<file path="src/hdl/acia_pkg.sv">
package acia_pkg;

	// rate field of the control byte, 00 gives no ticks
	typedef enum logic [1:0] {
		rate_none         = 2'b00,
		rate_div16        = 2'b01,
		rate_div64        = 2'b10,
		rate_master_reset = 2'b11
	} rate_t;

	// control byte field positions
	localparam int cr_rate_lsb    = 0;
	localparam int cr_tx_ctrl_lsb = 5;
	localparam int cr_rx_irq_bit  = 7;

	// tx control value that enables the tx-empty interrupt
	localparam logic [1:0] tx_irq_code = 2'b01;

	// status byte bit positions
	localparam int st_rdrf = 0;
	localparam int st_tdre = 1;
	localparam int st_fe   = 4;
	localparam int st_ovrn = 5;
	localparam int st_irq  = 7;

	// counter and frame sizes
	localparam int prescale_w = 12;
	localparam int frame_bits = 10;
	localparam int filter_len = 4;

endpackage
</file>
<file path="src/hdl/acia_bus_if.sv">
`timescale 1ns/1ns

interface acia_bus_if;

	// one clk strobes, cycle after E falls
	logic       wr_ctrl;
	logic       wr_data;
	logic       rd_data;
	// byte captured during the E high phase
	logic [7:0] wdata;
	// registered control byte
	logic [7:0] cr;
	// rate field holds master reset
	logic       master_reset;

	modport decode (output wr_ctrl, wr_data, rd_data, wdata, cr, master_reset);
	modport rx     (input rd_data, cr, master_reset);
	modport tx     (input wr_data, wr_ctrl, wdata, cr, master_reset);
	modport status (input cr);

endinterface

</file>
<file path="src/hdl/acia_top.sv">
`timescale 1ns/1ns

module acia_top #(
	parameter int FIFO_DEPTH = 16
) (
	input  logic       clk,
	input  logic       reset,
	// cpu register port
	input  logic       e,
	input  logic       sel,
	input  logic       rs,
	input  logic       rw,
	input  logic [7:0] din,
	output logic [7:0] dout,
	output logic       irq,
	// serial line
	output logic       tx,
	input  logic       rx,
	// copy of cpu data writes for the io controller
	output logic       serial_data_out_valid,
	input  logic       serial_data_out_ready,
	output logic [7:0] serial_data_out
);
	import acia_pkg::*;

	acia_bus_if bus ();

	logic       tick;
	logic [7:0] rx_data;
	logic       rdrf;
	logic       fe;
	logic       ovrn;
	logic       tdre;

	acia_reg_decode u_decode (
		.clk(clk), .reset(reset), .e(e), .sel(sel), .rs(rs), .rw(rw),
		.din(din), .bus(bus.decode)
	);

	acia_baud_gen u_baud (
		.clk(clk), .reset(reset),
		.rate(rate_t'(bus.cr[cr_rate_lsb +: 2])), .tick(tick)
	);

	acia_receiver u_rx (
		.clk(clk), .reset(reset), .rx(rx), .tick(tick), .bus(bus.rx),
		.rx_data(rx_data), .rdrf(rdrf), .fe(fe), .ovrn(ovrn)
	);

	acia_transmitter u_tx (
		.clk(clk), .reset(reset), .tick(tick), .bus(bus.tx),
		.tx(tx), .tdre(tdre)
	);

	acia_status_read u_status (
		.sel(sel), .rs(rs), .rw(rw), .bus(bus.status), .rx_data(rx_data),
		.rdrf(rdrf), .tdre(tdre), .fe(fe), .ovrn(ovrn), .dout(dout), .irq(irq)
	);

	// every data register write is mirrored here
	io_fifo #(.FIFO_DEPTH(FIFO_DEPTH)) u_fifo (
		.clk(clk), .reset(reset), .push(bus.wr_data), .push_data(bus.wdata),
		.out_valid(serial_data_out_valid), .out_data(serial_data_out),
		.out_ready(serial_data_out_ready)
	);

endmodule

</file>
<file path="src/hdl/io_fifo.sv">
`timescale 1ns/1ns

module io_fifo #(
	parameter int FIFO_DEPTH = 16
) (
	input  logic       clk,
	input  logic       reset,
	input  logic       push,
	input  logic [7:0] push_data,
	output logic       out_valid,
	output logic [7:0] out_data,
	input  logic       out_ready
);

	localparam int aw = $clog2(FIFO_DEPTH);

	logic [7:0] mem [FIFO_DEPTH];
	// extra msb tells full from empty
	logic [aw:0] wr_ptr;
	logic [aw:0] rd_ptr;
	logic [aw:0] count;
	logic        full;
	logic        pop;

	assign count = wr_ptr - rd_ptr;
	assign full = (count == (aw+1)'(FIFO_DEPTH));
	assign out_valid = (wr_ptr != rd_ptr);
	assign pop = out_valid && out_ready;
	assign out_data = mem[rd_ptr[aw-1:0]];

	always_ff @(posedge clk) begin
		if (reset) begin
			wr_ptr <= '0;
			rd_ptr <= '0;
		end else begin
			// a byte into a full buffer is lost
			if (push && !full) begin
				wr_ptr <= wr_ptr + 1'b1;
			end
			if (pop) begin
				rd_ptr <= rd_ptr + 1'b1;
			end
		end
	end

	always_ff @(posedge clk) begin
		if (push && !full) begin
			mem[wr_ptr[aw-1:0]] <= push_data;
		end
	end

	a_count_range: assert property (@(posedge clk) disable iff (reset)
		count <= (aw+1)'(FIFO_DEPTH));

endmodule

</file>
<file path="src/hdl/acia_status_read.sv">
`timescale 1ns/1ns

module acia_status_read (
	input  logic         sel,
	input  logic         rs,
	input  logic         rw,
	acia_bus_if.status   bus,
	input  logic [7:0]   rx_data,
	input  logic         rdrf,
	input  logic         tdre,
	input  logic         fe,
	input  logic         ovrn,
	output logic [7:0]   dout,
	output logic         irq
);
	import acia_pkg::*;

	logic [7:0] status;

	// rx full or tx empty, each with its own enable
	assign irq = (bus.cr[cr_rx_irq_bit] && rdrf) ||
		((bus.cr[cr_tx_ctrl_lsb +: 2] == tx_irq_code) && tdre);

	always_comb begin
		// parity, cts and dcd read as zero
		status = 8'h00;
		status[st_rdrf] = rdrf;
		status[st_tdre] = tdre;
		status[st_fe] = fe;
		status[st_ovrn] = ovrn;
		status[st_irq] = irq;

		dout = 8'h00;
		if (sel && rw) begin
			dout = rs ? rx_data : status;
		end
	end

endmodule

</file>
<file path="src/hdl/acia_transmitter.sv">
`timescale 1ns/1ns

module acia_transmitter (
	input  logic   clk,
	input  logic   reset,
	input  logic   tick,
	acia_bus_if.tx bus,
	output logic   tx,
	output logic   tdre
);
	import acia_pkg::*;

	// ten bits of sixteen ticks, plus one to reach the slot edge
	localparam logic [7:0] tx_load = {4'(frame_bits), 4'd1};

	logic [frame_bits:0] shift;
	logic [7:0]          cnt;
	// holding buffer
	logic [7:0]          hold;
	logic                hold_valid;
	logic                step;
	logic                idle;
	logic                mreset;

	// shift only while a rate is selected
	assign step = tick && (bus.cr[cr_rate_lsb +: 2] inside {rate_div16, rate_div64});

	// master reset acts at the control write already
	assign mreset = bus.master_reset ||
		(bus.wr_ctrl && bus.wdata[cr_rate_lsb +: 2] == rate_master_reset);

	// free now, or the last frame ends this cycle with nothing held
	assign idle = (cnt == 8'd0) || (step && cnt == 8'd1 && !hold_valid);

	always_ff @(posedge clk) begin
		if (reset || mreset) begin
			shift <= '1;
			cnt <= 8'd0;
			tdre <= 1'b1;
			hold_valid <= 1'b0;
		end else begin
			if (step) begin
				// one bit per 16 ticks, ones fill from the top
				if (cnt[3:0] == 4'd0) begin
					shift <= {1'b1, shift[frame_bits:1]};
				end
				if (cnt != 8'd0) begin
					cnt <= cnt - 8'd1;
				end
				// last tick of the frame
				if (cnt == 8'd1) begin
					if (hold_valid) begin
						// back to back from the buffer
						shift <= {1'b1, hold, 1'b0, 1'b1};
						cnt <= tx_load;
						hold_valid <= 1'b0;
					end else begin
						tdre <= 1'b1;
					end
				end
			end

			if (bus.wr_data) begin
				if (idle) begin
					// stop, data lsb first, start, idle one
					shift <= {1'b1, bus.wdata, 1'b0, 1'b1};
					cnt <= tx_load;
					tdre <= 1'b0;
				end else begin
					hold_valid <= 1'b1;
				end
			end
		end
	end

	always_ff @(posedge clk) begin
		if (bus.wr_data && !idle) begin
			hold <= bus.wdata;
		end
	end

	assign tx = tdre ? 1'b1 : shift[0];

	// an idle shifter also rests on a high bit
	a_idle_high: assert property (@(posedge clk) disable iff (reset)
		tdre |-> (tx && shift[0]));

endmodule

</file>
<file path="src/hdl/acia_receiver.sv">
`timescale 1ns/1ns

module acia_receiver (
	input  logic       clk,
	input  logic       reset,
	input  logic       rx,
	input  logic       tick,
	acia_bus_if.rx     bus,
	output logic [7:0] rx_data,
	output logic       rdrf,
	output logic       fe,
	output logic       ovrn
);
	import acia_pkg::*;

	// nine bits to go, first sample half a bit from now
	localparam logic [7:0] rx_load = {4'd9, 4'd7};

	logic [filter_len-1:0] filter;
	// filtered line level
	logic                  line;
	// upper nibble bits, lower nibble sub-ticks
	logic [7:0]            cnt;
	logic [7:0]            shift;

	always_ff @(posedge clk) begin
		if (reset || bus.master_reset) begin
			filter <= '1;
			line <= 1'b1;
			cnt <= 8'd0;
			rdrf <= 1'b0;
			fe <= 1'b0;
			ovrn <= 1'b0;
		end else begin
			filter <= {filter[filter_len-2:0], rx};
			// line only moves after four equal samples
			if (filter == '0) begin
				line <= 1'b0;
			end else if (filter == '1) begin
				line <= 1'b1;
			end

			// data read clears rx status
			if (bus.rd_data) begin
				rdrf <= 1'b0;
				ovrn <= 1'b0;
			end

			if (tick) begin
				if (cnt == 8'd0) begin
					// idle, wait for a start bit
					if (!line) begin
						cnt <= rx_load;
					end
				end else begin
					cnt <= cnt - 8'd1;
					// stop bit
					if (cnt == 8'd1) begin
						if (line) begin
							rdrf <= 1'b1;
							fe <= 1'b0;
						end else begin
							fe <= 1'b1;
						end
						// previous byte never read
						if (rdrf) begin
							ovrn <= 1'b1;
						end
					end
				end
			end
		end
	end

	// shifter and data register
	always_ff @(posedge clk) begin
		if (tick && cnt != 8'd0) begin
			// mid-bit sample into msb, lsb first on the line
			if (cnt[3:0] == 4'd0) begin
				shift <= {line, shift[7:1]};
			end
			// an unread byte is kept
			if (cnt == 8'd1 && line && !rdrf) begin
				rx_data <= shift;
			end
		end
	end

	a_cnt_range: assert property (@(posedge clk) disable iff (reset)
		cnt <= rx_load);

endmodule

</file>
<file path="src/hdl/acia_baud_gen.sv">
`timescale 1ns/1ns

module acia_baud_gen (
	input  logic           clk,
	input  logic           reset,
	input  acia_pkg::rate_t rate,
	output logic           tick
);
	import acia_pkg::*;

	// free running prescaler
	logic [prescale_w-1:0] cnt;

	always_ff @(posedge clk) begin
		if (reset) begin
			cnt <= '0;
		end else begin
			cnt <= cnt + 1'b1;
		end
	end

	// 16x tick, once per 64 or 256 clocks
	always_comb begin
		case (rate)
			rate_div16: tick = (cnt[5:0] == 6'd0);
			rate_div64: tick = (cnt[7:0] == 8'd0);
			default:    tick = 1'b0;
		endcase
	end

endmodule

</file>
<file path="src/hdl/acia_reg_decode.sv">
`timescale 1ns/1ns

module acia_reg_decode (
	input  logic       clk,
	input  logic       reset,
	input  logic       e,
	input  logic       sel,
	input  logic       rs,
	input  logic       rw,
	input  logic [7:0] din,
	acia_bus_if.decode bus
);
	import acia_pkg::*;

	logic       e_d;
	logic       e_fall;
	// bus cycle captured while E is high
	logic       cap_sel;
	logic       cap_rs;
	logic       cap_rw;
	logic [7:0] cap_din;

	// E seen low this cycle after being high
	assign e_fall = e_d & ~e;

	always_ff @(posedge clk) begin
		if (reset) begin
			e_d <= 1'b0;
			cap_sel <= 1'b0;
			bus.wr_ctrl <= 1'b0;
			bus.wr_data <= 1'b0;
			bus.rd_data <= 1'b0;
			bus.cr <= 8'h03;
		end else begin
			e_d <= e;
			// hold the last sampled access, E high phase only
			if (e) begin
				cap_sel <= sel;
			end
			bus.wr_ctrl <= e_fall & cap_sel & ~cap_rw & ~cap_rs;
			bus.wr_data <= e_fall & cap_sel & ~cap_rw & cap_rs;
			bus.rd_data <= e_fall & cap_sel & cap_rw & cap_rs;
			// control byte lands the edge after the strobe
			if (bus.wr_ctrl) begin
				bus.cr <= bus.wdata;
			end
		end
	end

	// payload side of the captured access
	always_ff @(posedge clk) begin
		if (e) begin
			cap_rs <= rs;
			cap_rw <= rw;
			cap_din <= din;
		end
		if (e_fall) begin
			bus.wdata <= cap_din;
		end
	end

	assign bus.master_reset = (bus.cr[cr_rate_lsb +: 2] == rate_master_reset);

	// the three register accesses are exclusive
	a_one_strobe: assert property (@(posedge clk) disable iff (reset)
		$onehot0({bus.wr_ctrl, bus.wr_data, bus.rd_data}));

endmodule

</file>
<file path="config.mk">
export PLATFORM = sky130hd
export DESIGN_NAME = acia_top
export DESIGN_NICKNAME = d
export VERILOG_FILES = /design/src/hdl/acia_pkg.sv /design/src/hdl/acia_bus_if.sv /design/src/hdl/acia_top.sv /design/src/hdl/io_fifo.sv /design/src/hdl/acia_status_read.sv /design/src/hdl/acia_transmitter.sv /design/src/hdl/acia_receiver.sv /design/src/hdl/acia_baud_gen.sv /design/src/hdl/acia_reg_decode.sv
export SDC_FILE = /design/constraint.sdc
export NUM_CORES = 1
export LEC_CHECK = 0
export BUFFER_PORTS_ARGS = -buffer_cell sky130_fd_sc_hd__buf_2
export CORE_MARGIN = 2
export CORE_UTILIZATION = 55
export CTS_CLUSTER_DIAMETER = 150
export CTS_CLUSTER_SIZE = 12
export DETAILED_ROUTE_END_ITERATION = 6
export PLACE_DENSITY_LB_ADDON = 0.2
export SYNTH_ARGS = -nofsm -noshare
export SYNTH_HDL_FRONTEND = slang
export SYNTH_SLANG_ARGS = --single-unit
</file>
<file path="constraint.sdc">
create_clock -name clk -period 3.22 [get_ports clk]
set_input_delay 0.483 -clock clk [delete_from_list [all_inputs] [get_ports clk]]
set_output_delay 0.483 -clock clk [all_outputs]
set_load 0.005 [all_outputs]
</file>
Word-level counts from Yosys, hierarchy flattened
Memory sizes are Yosys's and may differ from the RTL's. A register that Yosys moved wholly into a read port is not among the register bits.
Index checks and enable logic that the tools add are counted.
{"block": "classes", "n_eq_ne": 11, "bitwise_logic": 11, "addsub": 6, "n_reduce_logical": 37, "mux": 44}
{"operator": "8-bit two-way mux", "n": 10}
{"operator": "11-bit two-way mux", "n": 6}
{"operator": "1-bit two-way mux", "n": 25}
{"operator": "8-bit zero test", "n": 3}
{"operator": "8-bit by 1-bit == test with 1-bit output, second input constant", "n": 2}
{"operator": "8-bit nonzero test", "n": 2}
{"operator": "8-bit by 1-bit subtractor with 8-bit output, second input constant", "n": 2}
{"operator": "1-bit logical AND", "n": 13}
{"operator": "12-bit by 1-bit adder with 12-bit output, second input constant", "n": 1}
{"operator": "4-bit zero test", "n": 3}
{"operator": "5-bit by 1-bit adder with 5-bit output, second input constant", "n": 2}
{"operator": "4-bit two-way mux", "n": 2}
{"operator": "1-bit AND", "n": 7}
{"operator": "2-bit == test, second input constant", "n": 3}
{"operator": "6-bit zero test", "n": 1}
{"operator": "2-bit AND reduction", "n": 3}
{"operator": "5-bit == test, second input constant", "n": 1}
{"operator": "1-bit logical OR", "n": 5}
{"operator": "5-bit != test", "n": 1}
{"operator": "5-bit subtractor", "n": 1}
{"operator": "2-bit by 1-bit == test with 1-bit output, second input constant", "n": 2}
{"operator": "4-bit == test, second input constant", "n": 1}
{"operator": "1-bit zero test", "n": 4}
{"operator": "1-bit inverter", "n": 4}
{"operator": "4 further kinds", "n": 5}
{"block": "totals", "memories": 1, "output_inout_bits": 19, "input_bits": 16, "mem_bits_rw": 128, "regBits": 114}
{"name": "u_fifo.mem", "depth": 16, "word_bits": 8, "rd": 1, "rd_clocked_by_memory_dff": 1, "write_ports": 1, "line_no": "io_fifo.sv:17", "text": "logic [7:0] mem [FIFO_DEPTH];"}

Logic depth before layout (Yosys ltp)
{"block": "depth", "word_depth": 8, "depth_mapped": 9, "mapped_depth_nobuf": 8}

By module
Synthesis repeated with hierarchy kept, for this count alone.
{"block": "hier_totals", "hier_cells": 648, "hier_area_um2": 10007.1}
{"mod": "io_fifo", "area_per_inst_um2": 5690.5, "n_inst": 1, "seq_area_each_um2": 4124.0, "cells_per_inst": 280}
{"mod": "acia_transmitter", "area_per_inst_um2": 1546.5, "n_inst": 1, "seq_area_each_um2": 660.6, "cells_per_inst": 146}
{"mod": "acia_receiver", "area_per_inst_um2": 1198.6, "n_inst": 1, "seq_area_each_um2": 800.8, "cells_per_inst": 97}
{"mod": "acia_reg_decode", "area_per_inst_um2": 1021.0, "n_inst": 1, "seq_area_each_um2": 800.8, "cells_per_inst": 59}
{"mod": "acia_baud_gen", "area_per_inst_um2": 409.1, "n_inst": 1, "seq_area_each_um2": 160.2, "cells_per_inst": 46}
{"mod": "acia_status_read", "area_per_inst_um2": 141.4, "n_inst": 1, "seq_area_each_um2": 0.0, "cells_per_inst": 20}

Least setup slack after synthesis
OpenSTA, ideal clock, no wires.
{"block": "synth_timing", "kind": "register -> register", "startpoint": "reg u_fifo.rd_ptr[1]", "endpoint": "mem u_fifo.mem[3][0] (enable)", "path_slack_ps": 620, "t_required_ps": 2837, "synth_period_minus_slack_ps": 2600, "t_arrival_ps": 2217, "setup_time_ps": 383, "stages_incl_launch_ff": 9, "n_path_buf": 0, "path_cell_list": "dfxtp_1 inv_1 ha_1 nor2b_1 o211ai_2 mux2i_1 a31oi_2 nand2_1 nor3_1"}
{"block": "synth_between", "elab_chain_len": 6}
{"item": "from (decl)", "line_no": "io_fifo.sv:20", "text": "logic [aw:0] rd_ptr;"}
{"item": "from (signal assigned)", "line_no": "io_fifo.sv:41", "text": "rd_ptr <= rd_ptr + 1'b1;"}
{"item": "5-bit subtractor", "line_no": "io_fifo.sv:25", "text": "assign count = wr_ptr - rd_ptr;"}
{"item": "5-bit == test", "line_no": "io_fifo.sv:26", "text": "assign full = (count == (aw+1)'(FIFO_DEPTH));"}
{"item": "1-bit zero test", "line_no": "io_fifo.sv:47", "text": "if (push && !full) begin"}
{"item": "1-bit logical AND", "line_no": "io_fifo.sv:47"}
{"item": "1-bit two-way mux", "line_no": "io_fifo.sv:47"}
{"item": "1-bit two-way mux (implied by the code)", "line_no": "io_fifo.sv:48", "text": "mem[wr_ptr[aw-1:0]] <= push_data;"}
{"item": "to (decl)", "line_no": "io_fifo.sv:17"}
No other way between the ends.

==> metrics.md <==
| Metric | Value |
|---|---|
| Outcome | `complete, no violations` |
| Die area | `0.01862 mm2` |
| Pre-antenna DRT Iters | `5` |
| Max Freq | `334.0 MHz` |
| Grt total ovfl | `0` |
| Worst relative slew slack | `43.63%` |
| I/O pins | `35` |
| Worst EP arrival | `2510 ps` |
| Critical path fanouts, max | `24` |
| Share of the synthesized area in the top cell type | `52.91%` |
| CTS tree | `yes` |
| Crit Path Class | `flop to output pin` |
| Final Max Slew Viols | `0` |
| Core area | `0.01724 mm2` |
| Net count, final | `716` |
| Ys async rst share | `0%` |
| Initial antenna violation count | `0` |
| DP HPWL | `12810 um` |
| PwrDens | `536.2 mW/mm2` |
| Vias in the first global route | `5450` |
| Max Cap Viol | `0` |
| Skew-Pair Late Insertion Delay | `500 ps` |
| Final Skew | `8.312 ps` |
| Routed WL per cell | `21.14 um` |
| Fin crit share | `92.98%` |
| Top_reg_cell synth | `edfxtp_1` |
| Final number of hold-violating endpoints | `0` |
| Die Wd | `136.4 um` |
| Final Util | `62.06%` |
| Layout cell share with drive strength beyond 1 | `17.82%` |
| CTS hold repair buffers | `0` |
| Post-synthesis area per instance | `15.19 um2` |
| Area growth syn-to-layout | `10.88%` |
| Max reg flops | `128` |
| GR Util All Layers | `21.80%` |
| Clk Tree Root Cell | `clkbuf_16` |
| Area of the multi-input gates | `0.002972 mm2` |
| Setup slack, reg-to-reg | `540 ps` |
| WP data required | `2740 ps` |
| Post-DP Area | `0.01005 mm2` |
| Leakage | `3.709 nW` |
| Min Tclk post-route | `2994 ps` |
| Reg2reg start | `u_fifo.rd_ptr[1]` |
| Setup_tns | `0 ps` |
| Clk slew on worst S/H paths | `60 ps` |
| Reg area | `0.006487 mm2` |
| RSZ-0062 raised after global routing | `false` |
| Postcts setup bufs | `0` |
| I/O Buffers | `34` |
| Clock sink count | `239` |
| Routed vias/inst | `5.871` |
| Total Wirelength | `19470 um` |
| Hold endpoint | `u_decode.cap_din[4]` |
| R2r endpoint | `u_fifo.mem[5][4]` |
| #FFs+latches synth | `239` |
| Worst-Margin Slew | `845.5 ps` |
| Register area share after synthesis | `67.23%` |
| Peak supply drop | `0.3354 mV` |
| Syn nets | `671` |
| Cell variety after synth | `64` |
| Worst hold path type | `input port to flop` |
| Final instance area | `0.01070 mm2` |
| Hold Path Cell Cnt | `1` |
| Setup violations, final | `0` |
| Hold Startpoint | `din[4]` |
| First-pass GRT wire length | `30270 um` |
| Top cells by area, synth | `edfxtp_1, dfxtp_1, mux4_2` |
| Num rows | `48` |
| Starting Density | `55.97%` |
| Initial DRC Count | `458` |
| Crit end category | `output pin` |
| GPL Wtd Cong | `0.8691` |
| Die Ht | `136.4 um` |
| Critical path startpoint category | `flop` |
| Reg2reg path depth | `8` |
| Largest net degree at the start of global routing | `34` |
| Syn Std Cell Area | `0.009648 mm2` |
| Resize count post-CTS | `0` |
| Post-synth EDFFs | `170` |
| Post-synth top area cell | `edfxtp_1` |
| Yosys warns | `0` |
| Number of diodes | `0` |
| Antenna Violating Nets Remaining | `0` |
| Gate Count Post-Synth | `635` |
| Fill count | `1240` |
| Via count | `5407` |
| H-tree depth | `1` |
| Cts bufs inserted | `23` |
| Max Buffers Root-to-Sink | `3` |
| DRC | `0` |
==> worst max-delay path: stages (launching register included) <==
cell	delay, ps
dfxtp_2	540
buf_12	270
mux4_2	550
mux4_2	500
buf_2	140
==> placed cells by master (no fill, tap or decap), types with 9 or more instances in the layout <==
| cell | instances |
|---|---|
| nor2_1 | 67 |
| and3_1 | 22 |
| o21ai_0 | 13 |
| nand3_1 | 13 |
| buf_2 | 34 |
| xnor2_1 | 9 |
| ha_1 | 20 |
| a21oi_1 | 30 |
| edfxtp_1 | 170 |
| clkbuf_1 | 18 |
| nand2_1 | 22 |
| nor2b_1 | 9 |
| inv_1 | 17 |
| mux4_2 | 40 |
| clkbuf_16 | 23 |
| mux2i_1 | 12 |
| dfxtp_1 | 68 |
==> report_power, final <==
part           total, mW  internal, mW  leakage, nW  switching [mW]
sequential          3.29          3.28         2.14          0.0128
clock               2.39          1.34        0.305            1.05
combinational     0.0524        0.0209         1.27          0.0315
==> Yosys cell counts (all sizes together), types with 4 or more instances <==
| cell type | instances |
|---|---|
| edfxtp | 170 |
| dfxtp | 69 |
| nor2 | 68 |
| mux4 | 40 |
| a21oi | 31 |
| nand2 | 24 |
| and3 | 22 |
| ha | 20 |
| inv | 17 |
| o21ai | 14 |
| clkbuf | 13 |
| nand3 | 13 |
| mux2i | 12 |
| buf | 10 |
| nor2b | 9 |
| nor3 | 9 |
| xnor2 | 9 |
| and2 | 8 |
| o22ai | 8 |
| or3 | 8 |
| xor2 | 8 |
| o22a | 7 |
| nand2b | 5 |
| a21o | 4 |
==> per-stage QoR <==
step / total power, mW / std cells / setup WS, ps / hold slack [ps]
after floorplan: 3.383 / 635 / 619.7 / 400.3
after global placement: 3.408 / 880 / 666.6 / 404.5
after detailed placement: 3.411 / 880 / 554.5 / 404.5
after CTS: 5.781 / 921 / 181.7 / 144.5
after global routing: 5.906 / 921 / 101.5 / 142.1
final: 5.736 / 921 / 226.1 / 160.0
==> final cells by class <==
type	instances	share of cell area [%]
Inverter	17	0.5965
Clock buffer	41	6.012
Timing Repair Buffer	43	2.339
Multi-Input combinational cell	356	27.78
Tap cell	225	2.632
Sequential cell	239	60.64
==> worst max-delay path by stage <==
stage	from	slack, ps	end
6_report	flop	230	serial_data_out[6]
4_1_cts	flop	180	serial_data_out[5]
5_1_grt	flop	100	serial_data_out[6]
2_1_floorplan	u_fifo.rd_ptr[1]	620	u_fifo.mem[3][0]
3_5_place_dp	u_fifo.rd_ptr[1]	550	u_fifo.mem[4][7]
3_3_place_gp	u_fifo.rd_ptr[1]	670	u_fifo.mem[6][1]
==> metal layers <==
metal / vias to the layer above / share of wire [%] / wire [um] / GRT usage, %
met1: 2737 / 42 / 8201 / 27.83
met5: - / 0 / 0 / 0
met4: 0 / 2.4 / 465 / 6.655
met2: 122 / 51 / 10020 / 38.89
li1: 2517 / - / - / -
met3: 31 / 4.0 / 783 / 2.871
==> cell families (layout without fill, tap and decap cells) <==
group | after synthesis | after routing | share of synthesized area, %
buffers and inverters | 40 | 101 | 1.971
multiplexers | 54 | 54 | 10.82
AND/OR/NAND/NOR | 182 | 182 | 9.895
XOR/XNOR | 17 | 17 | 1.543
adder cells (fa/ha/maj) | 20 | 20 | 2.594
AO/OA/AOI/OAI | 83 | 83 | 5.953
flip-flops | 239 | 239 | 67.23
Note: power is estimated with default switching activity, not from simulation.
